**src/ifu_pkg.sv**
```systemverilog
/*
  Instruction fetch unit shared definitions
  Widths, vector types, RV32 opcodes used by the mini-decode and the
  packed records passed between PC generation, fetch port and IR stage
*/
`default_nettype none

package ifu_pkg;

  //////////////////////////////
  // Widths
  //////////////////////////////
  localparam int PC_W            = 32;
  localparam int INSTR_W         = 32;
  localparam int RFIDX_W         = 5;
  localparam int XLEN            = 32;
  localparam int ITCM_AW_DEFAULT = 16;  // 64 KiB ITCM window

  typedef logic [PC_W-1:0]    pc_t;     // PC or fetch address
  typedef logic [INSTR_W-1:0] instr_t;  // One 32-bit instruction word
  typedef logic [RFIDX_W-1:0] rfidx_t;  // Register file index
  typedef logic [XLEN-1:0]    xlen_t;   // Register value
  typedef logic [6:0]         opcode_t; // Major opcode field

  // Sequential step, no compressed instructions
  localparam pc_t PC_INCR = 32'd4;

  //////////////////////////////
  // Opcodes seen by mini-decode
  //////////////////////////////
  localparam opcode_t OPC_BRANCH = 7'b1100011; // Bxx
  localparam opcode_t OPC_JAL    = 7'b1101111;
  localparam opcode_t OPC_JALR   = 7'b1100111;

  //////////////////////////////
  // Stage records
  //////////////////////////////

  // PC generation to fetch port
  typedef struct packed {
    pc_t  pc;
    logic misalgn;  // Low two PC bits nonzero
  } fetch_req_t;

  // Fetch port to IR stage and mini-decode
  typedef struct packed {
    pc_t    pc;
    instr_t instr;    // Zero on bus error or misalign
    logic   buserr;
    logic   misalgn;
  } fetch_rsp_t;

  // Static prediction result
  typedef struct packed {
    logic is_branch;  // Bxx, JAL or JALR
    logic taken;
    pc_t  target;
  } prdt_t;

endpackage

`default_nettype wire
```
**src/ifu.sv**
```systemverilog
/*
  Instruction fetch unit, top level
  PC generation, fetch port to ITCM and system memory, mini-decode on
  the response path and the IR stage towards the execute unit
*/
`timescale 1ns/1ps
`default_nettype none

module ifu #(
  parameter int ITCM_AW = ifu_pkg::ITCM_AW_DEFAULT
) (
  input  wire logic            clk,
  input  wire logic            arst_n,
  input  wire ifu_pkg::pc_t    pc_rtvec,
  input  wire ifu_pkg::pc_t    itcm_region_indic,
  // ITCM bus
  output logic                 itcm_cmd_valid,
  input  wire logic            itcm_cmd_ready,
  output logic [ITCM_AW-1:0]   itcm_cmd_addr,
  input  wire logic            itcm_rsp_valid,
  output logic                 itcm_rsp_ready,
  input  wire logic            itcm_rsp_err,
  input  wire ifu_pkg::instr_t itcm_rsp_rdata,
  // System memory bus
  output logic                 biu_cmd_valid,
  input  wire logic            biu_cmd_ready,
  output ifu_pkg::pc_t         biu_cmd_addr,
  input  wire logic            biu_rsp_valid,
  output logic                 biu_rsp_ready,
  input  wire logic            biu_rsp_err,
  input  wire ifu_pkg::instr_t biu_rsp_rdata,
  // Execute unit
  output logic                 ifu_o_valid,
  input  wire logic            ifu_o_ready,
  output ifu_pkg::instr_t      ifu_o_ir,
  output ifu_pkg::pc_t         ifu_o_pc,
  output logic                 ifu_o_misalgn,
  output logic                 ifu_o_buserr,
  output logic                 ifu_o_prdt_taken,
  output ifu_pkg::rfidx_t      ifu_o_rs1idx,
  output ifu_pkg::rfidx_t      ifu_o_rs2idx,
  input  wire ifu_pkg::xlen_t  rf2ifu_x1,
  // Commit
  input  wire logic            pipe_flush_req,
  output logic                 pipe_flush_ack,
  input  wire ifu_pkg::pc_t    pipe_flush_add_op1,
  input  wire ifu_pkg::pc_t    pipe_flush_add_op2,
  input  wire logic            ifu_halt_req,
  output logic                 ifu_halt_ack
);

  logic                req_valid;
  logic                req_ready;
  ifu_pkg::fetch_req_t req;
  logic                cmd_pending;
  logic                fetch_idle;
  logic                rsp_valid;
  logic                rsp_done;
  ifu_pkg::fetch_rsp_t rsp;     // Fans out to pcgen, mini-decode, IR
  logic                ir_ready;
  ifu_pkg::prdt_t      prdt;
  ifu_pkg::rfidx_t     rs1idx;
  ifu_pkg::rfidx_t     rs2idx;
  logic                flush;

  assign flush = pipe_flush_req && pipe_flush_ack;  // Flush taken this cycle

  ifu_pcgen u_pcgen (.*);

  ifu_ift2icb #(.ITCM_AW(ITCM_AW)) u_ift2icb (.*);

  ifu_minidec u_minidec (.instr(rsp.instr), .pc(rsp.pc), .*);

  ifu_ir_stage u_ir_stage (.rsp_ready(ir_ready), .*);

endmodule

`default_nettype wire

```
**src/ifu_ir_stage.sv**
```systemverilog
/*
  IR stage
  One-entry register holding the fetched instruction, its PC, fault flags
  and the mini-decode result until the execute unit takes it
*/
`timescale 1ns/1ps
`default_nettype none

module ifu_ir_stage (
  input  wire logic                clk,
  input  wire logic                arst_n,
  input  wire logic                rsp_valid,
  input  wire ifu_pkg::fetch_rsp_t rsp,
  input  wire ifu_pkg::prdt_t      prdt,
  input  wire ifu_pkg::rfidx_t     rs1idx,
  input  wire ifu_pkg::rfidx_t     rs2idx,
  input  wire logic                flush,        // Clears the entry
  input  wire logic                ifu_o_ready,
  output logic                     rsp_ready,
  output logic                     ifu_o_valid,
  output ifu_pkg::instr_t          ifu_o_ir,
  output ifu_pkg::pc_t             ifu_o_pc,
  output logic                     ifu_o_misalgn,
  output logic                     ifu_o_buserr,
  output logic                     ifu_o_prdt_taken,
  output ifu_pkg::rfidx_t          ifu_o_rs1idx,
  output ifu_pkg::rfidx_t          ifu_o_rs2idx
);

  ifu_pkg::fetch_rsp_t ir_q;
  ifu_pkg::rfidx_t     rs1_q;
  ifu_pkg::rfidx_t     rs2_q;
  logic                taken_q;
  logic                valid_q;
  logic                load;

  // Empty, or emptied this cycle
  assign rsp_ready = !valid_q || ifu_o_ready;
  assign load      = rsp_valid && rsp_ready && !flush;

  always_ff @(posedge clk or negedge arst_n) begin
    if (!arst_n) begin
      valid_q <= 1'b0;
    end else if (flush) begin
      valid_q <= 1'b0;
    end else if (load) begin
      valid_q <= 1'b1;
    end else if (ifu_o_ready) begin
      valid_q <= 1'b0;  // Taken by execute unit
    end
  end

  // Payload
  always_ff @(posedge clk) begin
    if (load) begin
      ir_q    <= rsp;
      taken_q <= prdt.taken;
      rs1_q   <= rs1idx;
      rs2_q   <= rs2idx;
    end
  end

  assign ifu_o_valid      = valid_q;
  assign ifu_o_ir         = ir_q.instr;
  assign ifu_o_pc         = ir_q.pc;
  assign ifu_o_misalgn    = ir_q.misalgn;
  assign ifu_o_buserr     = ir_q.buserr;
  assign ifu_o_prdt_taken = taken_q;
  assign ifu_o_rs1idx     = rs1_q;
  assign ifu_o_rs2idx     = rs2_q;

endmodule

`default_nettype wire

```
**src/ifu_ift2icb.sv**
```systemverilog
/*
  Fetch port
  Checks the request PC against the ITCM region, registers a read command
  on the ITCM or system memory bus and returns the response to the IR
  stage. One fetch in flight. Flushed responses are drained and dropped
*/
`timescale 1ns/1ps
`default_nettype none

module ifu_ift2icb #(
  parameter int ITCM_AW = ifu_pkg::ITCM_AW_DEFAULT
) (
  input  wire logic                clk,
  input  wire logic                arst_n,
  input  wire logic                req_valid,
  input  wire ifu_pkg::fetch_req_t req,
  input  wire logic                flush,          // Flush handshake
  input  wire logic                ir_ready,       // IR stage can take entry
  input  wire ifu_pkg::pc_t        itcm_region_indic,
  input  wire logic                itcm_cmd_ready,
  input  wire logic                itcm_rsp_valid,
  input  wire logic                itcm_rsp_err,
  input  wire ifu_pkg::instr_t     itcm_rsp_rdata,
  input  wire logic                biu_cmd_ready,
  input  wire logic                biu_rsp_valid,
  input  wire logic                biu_rsp_err,
  input  wire ifu_pkg::instr_t     biu_rsp_rdata,
  output logic                     req_ready,
  output logic                     cmd_pending,
  output logic                     fetch_idle,
  output logic                     rsp_valid,
  output logic                     rsp_done,
  output ifu_pkg::fetch_rsp_t      rsp,
  output logic                     itcm_cmd_valid,
  output logic [ITCM_AW-1:0]       itcm_cmd_addr,
  output logic                     itcm_rsp_ready,
  output logic                     biu_cmd_valid,
  output ifu_pkg::pc_t             biu_cmd_addr,
  output logic                     biu_rsp_ready
);

  typedef enum logic [1:0] {
    F_IDLE,  // Ready for a request
    F_CMD,   // Command on a bus
    F_RSP,   // Waiting for response
    F_MIS    // Misaligned, local response
  } fstate_t;

  fstate_t         state_q;
  logic            discard_q;   // Outstanding response was flushed
  logic            sel_itcm_q;  // Port of the fetch in flight
  ifu_pkg::pc_t    pc_q;
  logic            in_itcm;
  logic            req_fire;
  logic            cmd_valid;
  logic            cmd_hs;
  logic            port_cmd_ready;
  logic            port_rsp_valid;
  logic            port_rsp_ready;
  logic            port_rsp_err;
  logic            port_rsp_hs;
  ifu_pkg::instr_t port_rsp_rdata;

  //////////////////////////////
  // Request side
  //////////////////////////////
  assign in_itcm = (req.pc[ifu_pkg::PC_W-1:ITCM_AW]
                    == itcm_region_indic[ifu_pkg::PC_W-1:ITCM_AW]);
  assign fetch_idle = (state_q == F_IDLE);
  assign req_ready  = fetch_idle;  // Previous response must be gone
  assign req_fire   = req_valid && req_ready;

  //////////////////////////////
  // Bus side, steered by sel_itcm_q
  //////////////////////////////
  assign cmd_valid      = (state_q == F_CMD);
  assign itcm_cmd_valid = cmd_valid && sel_itcm_q;
  assign biu_cmd_valid  = cmd_valid && !sel_itcm_q;
  assign itcm_cmd_addr  = pc_q[ITCM_AW-1:0];
  assign biu_cmd_addr   = pc_q;
  assign port_cmd_ready = sel_itcm_q ? itcm_cmd_ready : biu_cmd_ready;
  assign cmd_hs         = cmd_valid && port_cmd_ready;
  assign cmd_pending    = cmd_valid && !port_cmd_ready;

  assign port_rsp_valid = sel_itcm_q ? itcm_rsp_valid : biu_rsp_valid;
  assign port_rsp_err   = sel_itcm_q ? itcm_rsp_err   : biu_rsp_err;
  assign port_rsp_rdata = sel_itcm_q ? itcm_rsp_rdata : biu_rsp_rdata;
  assign port_rsp_ready = (state_q == F_RSP) && (ir_ready || discard_q); // Drain if dropped
  assign itcm_rsp_ready = port_rsp_ready && sel_itcm_q;
  assign biu_rsp_ready  = port_rsp_ready && !sel_itcm_q;
  assign port_rsp_hs    = port_rsp_valid && port_rsp_ready;

  // Response to IR stage
  assign rsp_valid = ((state_q == F_RSP) && port_rsp_valid && !discard_q)
                     || (state_q == F_MIS);
  assign rsp_done    = rsp_valid && ir_ready;
  assign rsp.pc      = pc_q;
  assign rsp.buserr  = (state_q == F_RSP) && port_rsp_err;
  assign rsp.misalgn = (state_q == F_MIS);
  assign rsp.instr   = (((state_q == F_RSP) && port_rsp_err) || (state_q == F_MIS))
                       ? '0 : port_rsp_rdata;

  always_ff @(posedge clk or negedge arst_n) begin
    if (!arst_n) begin
      state_q   <= F_IDLE;
      discard_q <= 1'b0;
    end else begin
      unique case (state_q)
        F_IDLE: if (req_fire) state_q <= req.misalgn ? F_MIS : F_CMD;
        F_CMD:  if (cmd_hs) state_q <= F_RSP;
        F_RSP:  if (port_rsp_hs) state_q <= F_IDLE;
        F_MIS:  if (ir_ready || flush) state_q <= F_IDLE;
      endcase
      if ((state_q == F_RSP) && port_rsp_hs) begin
        discard_q <= 1'b0;
      end else if (flush && ((state_q == F_CMD) || (state_q == F_RSP))) begin
        discard_q <= 1'b1;  // Response still to come
      end
    end
  end

  // Address and port of the fetch in flight
  always_ff @(posedge clk) begin
    if (req_fire) begin
      pc_q       <= req.pc;
      sel_itcm_q <= in_itcm;
    end
  end

endmodule

`default_nettype wire

```
**src/ifu_minidec.sv**
```systemverilog
/*
  Mini-decode
  Spots Bxx, JAL and JALR in a fetched word, pulls out the immediates
  and makes a static prediction so the next PC is ready with the response
*/
`timescale 1ns/1ps
`default_nettype none

module ifu_minidec (
  input  wire ifu_pkg::instr_t instr,
  input  wire ifu_pkg::pc_t    pc,         // PC of instr
  input  wire ifu_pkg::xlen_t  rf2ifu_x1,  // Current x1 value
  output ifu_pkg::prdt_t       prdt,
  output ifu_pkg::rfidx_t      rs1idx,
  output ifu_pkg::rfidx_t      rs2idx
);

  ifu_pkg::opcode_t opcode;
  logic             is_bxx;
  logic             is_jal;
  logic             is_jalr;
  logic             jalr_x0;
  logic             jalr_x1;
  ifu_pkg::pc_t     imm_b;
  ifu_pkg::pc_t     imm_j;
  ifu_pkg::pc_t     imm_i;
  ifu_pkg::pc_t     jalr_base;
  ifu_pkg::pc_t     jalr_sum;

  assign opcode = instr[6:0];
  assign rs1idx = instr[19:15];
  assign rs2idx = instr[24:20];

  assign is_bxx  = (opcode == ifu_pkg::OPC_BRANCH);
  assign is_jal  = (opcode == ifu_pkg::OPC_JAL);
  assign is_jalr = (opcode == ifu_pkg::OPC_JALR);

  // Sign-extended immediates
  assign imm_b = {{20{instr[31]}}, instr[7], instr[30:25], instr[11:8], 1'b0};
  assign imm_j = {{12{instr[31]}}, instr[19:12], instr[20], instr[30:21], 1'b0};
  assign imm_i = {{21{instr[31]}}, instr[30:20]};

  // Only x0 and x1 bases are predicted, others go sequential
  assign jalr_x0   = (rs1idx == 5'd0);
  assign jalr_x1   = (rs1idx == 5'd1);
  assign jalr_base = jalr_x1 ? rf2ifu_x1 : '0;
  assign jalr_sum  = jalr_base + imm_i;

  always_comb begin
    prdt.is_branch = is_bxx || is_jal || is_jalr;
    prdt.taken     = is_jal                                // Always taken
                     || (is_bxx && instr[31])              // Backward Bxx
                     || (is_jalr && (jalr_x0 || jalr_x1));
    if (is_jalr) begin
      prdt.target = {jalr_sum[31:1], 1'b0};  // JALR clears bit 0
    end else if (is_jal) begin
      prdt.target = pc + imm_j;
    end else begin
      prdt.target = pc + imm_b;
    end
  end

endmodule

`default_nettype wire

```
**src/ifu_pcgen.sv**
```systemverilog
/*
  PC generation stage
  Holds the fetch PC and hands one request at a time to the fetch port.
  Next PC is the reset vector, a flush target, the predicted target or
  the sequential address. Also answers the flush and halt requests
*/
`timescale 1ns/1ps
`default_nettype none

module ifu_pcgen (
  input  wire logic                clk,
  input  wire logic                arst_n,
  input  wire ifu_pkg::pc_t        pc_rtvec,           // Reset vector
  input  wire logic                rsp_done,           // Fetch handed to IR stage
  input  wire ifu_pkg::fetch_rsp_t rsp,
  input  wire ifu_pkg::prdt_t      prdt,               // Prediction for rsp
  input  wire logic                req_ready,
  input  wire logic                cmd_pending,        // Bus cmd waiting on ready
  input  wire logic                pipe_flush_req,
  input  wire ifu_pkg::pc_t        pipe_flush_add_op1,
  input  wire ifu_pkg::pc_t        pipe_flush_add_op2,
  input  wire logic                ifu_halt_req,
  input  wire logic                fetch_idle,         // Nothing outstanding
  output logic                     req_valid,
  output ifu_pkg::fetch_req_t      req,
  output logic                     pipe_flush_ack,
  output logic                     ifu_halt_ack
);

  typedef enum logic [1:0] {
    S_RESET,  // First cycle, PC taken from reset vector
    S_ISSUE,  // Request offered to fetch port
    S_WAIT,   // One fetch in flight
    S_STOP    // Misaligned fetch seen, wait for flush
  } state_t;

  state_t       state_q;
  ifu_pkg::pc_t pc_q;
  ifu_pkg::pc_t cur_pc;
  ifu_pkg::pc_t next_pc;
  logic         req_fire;
  logic         halt_ack_q;

  assign cur_pc = (state_q == S_RESET) ? pc_rtvec : pc_q;

  // Halt and a pending flush both hold off new requests
  assign req_valid = ((state_q == S_RESET) || (state_q == S_ISSUE))
                     && !ifu_halt_req && !pipe_flush_req;
  assign req.pc      = cur_pc;
  assign req.misalgn = |cur_pc[1:0];
  assign req_fire    = req_valid && req_ready;

  // Predicted target or fall through
  assign next_pc = prdt.taken ? prdt.target : (rsp.pc + ifu_pkg::PC_INCR);

  // No ack while a command sits on a bus, nor before the PC is loaded
  assign pipe_flush_ack = pipe_flush_req && !cmd_pending && (state_q != S_RESET);
  assign ifu_halt_ack   = halt_ack_q && ifu_halt_req;

  //////////////////////////////
  // State
  //////////////////////////////
  always_ff @(posedge clk or negedge arst_n) begin
    if (!arst_n) begin
      state_q <= S_RESET;
    end else if (pipe_flush_ack) begin
      state_q <= S_ISSUE;  // Flush wins over everything
    end else begin
      unique case (state_q)
        S_RESET: state_q <= req_fire ? S_WAIT : S_ISSUE;
        S_ISSUE: if (req_fire) state_q <= S_WAIT;
        S_WAIT:  if (rsp_done) state_q <= rsp.misalgn ? S_STOP : S_ISSUE;
        S_STOP:  state_q <= S_STOP;
      endcase
    end
  end

  // PC register
  always_ff @(posedge clk) begin
    if (pipe_flush_ack) begin
      pc_q <= pipe_flush_add_op1 + pipe_flush_add_op2;
    end else if (state_q == S_RESET) begin
      pc_q <= pc_rtvec;
    end else if ((state_q == S_WAIT) && rsp_done) begin
      pc_q <= next_pc;
    end
  end

  // Halt ack once the fetch port has drained
  always_ff @(posedge clk or negedge arst_n) begin
    if (!arst_n) begin
      halt_ack_q <= 1'b0;
    end else begin
      halt_ack_q <= ifu_halt_req && fetch_idle;
    end
  end

endmodule

`default_nettype wire

```
**config.mk**
```make
export PLATFORM = sky130hd
export DESIGN_NAME = ifu
export DESIGN_NICKNAME = d
export VERILOG_FILES = /design/src/ifu_pkg.sv /design/src/ifu.sv /design/src/ifu_ir_stage.sv /design/src/ifu_ift2icb.sv /design/src/ifu_minidec.sv /design/src/ifu_pcgen.sv
export SDC_FILE = /design/constraint.sdc
export NUM_CORES = 1
export LEC_CHECK = 0
export ABC_AREA = 1
export ABC_CLOCK_PERIOD_IN_PS = 6000
export BUFFER_PORTS_ARGS = -buffer_cell sky130_fd_sc_hd__buf_2
export CAP_MARGIN = 20
export CORE_UTILIZATION = 54
export DETAILED_ROUTE_END_ITERATION = 10
export PLACE_DENSITY = 0.81
export SLEW_MARGIN = 20
export SYNTH_ARGS = -nofsm -noshare
export SYNTH_HDL_FRONTEND = slang
export SYNTH_SLANG_ARGS = --single-unit
export TNS_END_PERCENT = 30
```
**constraint.sdc**
```tcl
create_clock -name clk -period 6 [get_ports clk]
set_input_delay 0.6 -clock clk [delete_from_list [all_inputs] [get_ports clk]]
set_output_delay 0.6 -clock clk [all_outputs]
set_load 0.05 [all_outputs]
```
==> flow_metrics.py <==
metrics = {
    "synth": {
        "synthCells": 1744,
        "synth_cell_types": 58,
        "synth_area_um2": 12900,
        "synth_warnings": 0,
        "synth_async_sr_flop_share": 0.0504,
        "avgSynthCellArea_um2": 7.40,
        "synth_edf_count": 132,
        "ys_seq_elements": 139,
        "ys.flop_type": "edfxtp_1",
        "synthesis.nets": 2079,
        "ys_seq_area_frac": 0.321,
    },
    "final_layout": {
        "multi_input_area_um2": 7440,
        "diodes": 0,
        "synthToLayoutAreaGrowth_pct": 17.4,
        "finish.instance_area_um2": 15200,
        "drive_gt1_frac": 0.222,
        "ff_latch_area_um2": 4140,
        "fill_cells": 2078,
        "fin_nets": 2367,
        "fin_cells": 2364,
    },
    "worst_setup_path": {
        "cpMostUsedCell": "nand2_1",
        "cp.required_ns": 6.18,
        "rr_endpoint": "u_pcgen.pc_q[27]",
        "cp_top_family": "simple AND/OR/NAND/NOR gates",
        "ff2ff_setup_slack_ns": 0.99,
        "crit_arrival_ns": 5.19,
        "crit_slowest_cell": "nor4_1",
        "worstSetupPathType": "flip-flop to flip-flop",
        "start_kind": "flip-flop",
        "critPathMaxFanout": 23,
        "reg2regPathDepth": 29,
        "crit_cells": 29,
        "end_kind": "flip-flop",
        "crit_path_max_incr_delay_ns": 0.48,
        "cp_num_buf_inv": 5,
        "worstReg2RegStart": "u_ift2icb.state_q[0]",
    },
    "cts": {
        "cts_sinks": 139,
        "cts_hold_buf": 1,
        "cts_setup_buffers": 0,
        "worst_skew_pair.late_latency_ns": 0.43,
        "root_buffer": "clkbuf_16",
        "cts_tree": "done",
        "clkSlewWorstSetupHoldPaths_ns": 0.07,
        "cts_resized": 0,
        "cts_buffers": 17,
        "htree_levels": 4,
        "clock_tree.buffer_depth": 2,
    },
    "power": {
        "power_w": 0.00559,
        "p_leak_nw": 7.62,
        "irDropWorstVdd_v": 0.000208,
        "p_per_area_nw_per_um2": 368,
    },
    "floorplan": {
        "io_pins": 367,
        "rows": 56,
        "core_area_um2": 23500,
        "die_w_um": 157,
        "start_util": 0.550,
        "die_h_um": 157,
        "die-area_um2": 24500,
    },
    "timing": {
        "setup_violations": 0,
        "worst_slack_ns": 0.991,
        "report.final.hold_viol_count": 0,
        "worst_slew_pin_slew_ns": 0.988,
        "slew_violations": 0,
        "relSlewSlack": 0.334,
        "clock_skew_ns": 0.0122,
        "finalCritPeriodShare": 0.835,
        "rsz0062_at_grt": "false",
        "tns_ns": 0,
        "finalCriticalPeriod_ns": 5.01,
        "clock.fmax_mhz": 200,
    },
    "global_routing": {
        "grt_max_degree": 53,
        "grt_use_total": 0.326,
        "gr-total-overflow": 0,
        "grt_pass1_wl_mm": 61.0,
        "antenna_found_initial": 1,
        "grt_pass1_vias": 11900,
    },
    "route": {
        "wl_per_cell_um": 16.7,
        "dr.pass1.iters": 7,
        "drt_iter0_drc": 1088,
        "ant_nets": 0,
        "avgViaCountPerCell": 5.46,
        "totalWireLength_mm": 39.6,
        "vias": 12900,
        "drc": 0,
    },
    "min_path": {
        "whs_endpoint": "u_pcgen.halt_ack_q",
        "min_from": "ifu_halt_req",
        "hp-class": "input pin to flip-flop",
        "holdPathStages": 3,
    },
    "job": {
        "drv_cap": 0,
    },
    "placement": {
        "globalplace.congestion": 0.974,
        "hpwl_mm": 31.7,
        "post-place-ws_ns": 1.13,
        "place_area_um2": 14600,
        "dpl.cell_count": 2331,
        "io_buffer_count": 350,
    },
    "outcome": {
        "status": "completed",
    },
}
## cell usage in the layout (no fill, tap or decap), drive strengths merged, types with 34 or more instances in the layout
cell,count
nor3,34
nand2,416
a21oi,161
xor2,46
ha,97
o21ai,118
inv,203
edfxtp,132
nand3,96
buf,364
nor2,173
## worst max-delay path by stage
| stage | startpoint | endpoint | slack, ns |
|---|---|---|---|
| 4_1_cts | u_ift2icb.state_q[0] | u_pcgen.pc_q[27] | 1.08 |
| 2_1_floorplan | u_ift2icb.sel_itcm_q | u_ir_stage.ifu_o_buserr | 1.08 |
| 3_3_place_gp | itcm_rsp_err | u_pcgen.pc_q[27] | 1.29 |
| 3_5_place_dp | u_ift2icb.state_q[0] | u_pcgen.pc_q[27] | 1.13 |
| 5_1_grt | u_ift2icb.state_q[0] | u_pcgen.pc_q[27] | 0.42 |
| 6_report | u_ift2icb.state_q[0] | u_pcgen.pc_q[27] | 0.99 |
## kinds of logic after synthesis
group / count (synthesis) / share of synthesized area
buffers and inverters: 291 / 0.106
AOI/OAI and AO/OA: 363 / 0.159
adders and majority gates: 100 / 0.0986
xor gates and xnor gates: 73 / 0.0495
muxes: 6 / 0.00465
DFF: 139 / 0.321
and+or+nand+nor: 772 / 0.262
## worst reg2reg max path: cells and delay by family (launching register included)
kind	cells	cell delay (ns)
flip-flops	1	0.40
AND/OR/NAND/NOR	21	2.73
AO/OA/AOI/OAI	1	0.22
adder cells (fa/ha/maj)	2	0.68
buffers and inverters	5	0.73
## cell type report
cell class	instances	share of cell area
Multi-Input combinational cell	1314	0.490
Sequential cell	139	0.273
Timing Repair Buffer	365	0.124
Inverter	195	0.0484
Clock buffer	19	0.0300
Tap cell	319	0.0263
Clock inverter	13	0.00809
## state kept, by name (all words and copies together) (netlist names)
signal / count
u_ift2icb.discard_q: 1
u_ir_stage.ifu_o_buserr: 1
u_ir_stage.ifu_o_pc: 32
u_ift2icb.biu_cmd_addr: 32
u_ir_stage.ifu_o_rs1idx: 4
u_ift2icb.sel_itcm_q: 1
u_ir_stage.ifu_o_prdt_taken: 1
u_ir_stage.ifu_o_misalgn: 1
u_pcgen.pc_q: 32
u_ir_stage.ifu_o_rs2idx: 4
u_ir_stage.ifu_o_ir: 24
u_ir_stage.ifu_o_valid: 1
u_pcgen.halt_ack_q: 1
u_ift2icb.state_q: 2
u_pcgen.state_q: 2
## through the flow
| stage | hold slack, ns | utilization |
|---|---|---|
| floorplan | 0.304 | - |
| global placement | 0.436 | 0.620 |
| detailed placement | 0.445 | 0.621 |
| CTS | 0.388 | 0.646 |
| global route | 0.402 | 0.646 |
| finish | 0.401 | 0.646 |
## synthesized netlist by cell type, types with 18 or more instances
| cell | count | area, um2 |
|---|---|---|
| a21oi_1 | 157 | 786 |
| buf_4 | 65 | 488 |
| clkbuf_1 | 18 | 67.6 |
| edfxtp_1 | 132 | 3960 |
| ha_1 | 97 | 1210 |
| inv_1 | 188 | 706 |
| nand2_1 | 404 | 1520 |
| nand3_1 | 89 | 445 |
| nand4_1 | 20 | 125 |
| nor2_1 | 165 | 619 |
| nor3_1 | 30 | 150 |
| o211ai_1 | 20 | 150 |
| o21ai_0 | 92 | 460 |
| o21ai_1 | 25 | 125 |
| xnor2_1 | 27 | 236 |
| xor2_1 | 46 | 403 |
## metal layers
layer	vias up	track usage	part of all wire
li1	6428	-	-
met1	5793	0.440	0.43
met2	633	0.534	0.46
met3	60	0.0548	0.083
met4	2	0.0976	0.020
met5	-	0	0.00033
## report_power, final
group	internal, W	leakage (nW)	switching, W	total, W
Clock	0.000574	0.288	0.000475	0.00105
Sequential	0.00142	1.32	0.000121	0.00154
Combinational	0.000854	6.01	0.00214	0.00299
Total	0.00285	7.62	0.00273	0.00559
No activity file was read; power rests on OpenSTA's default activity.
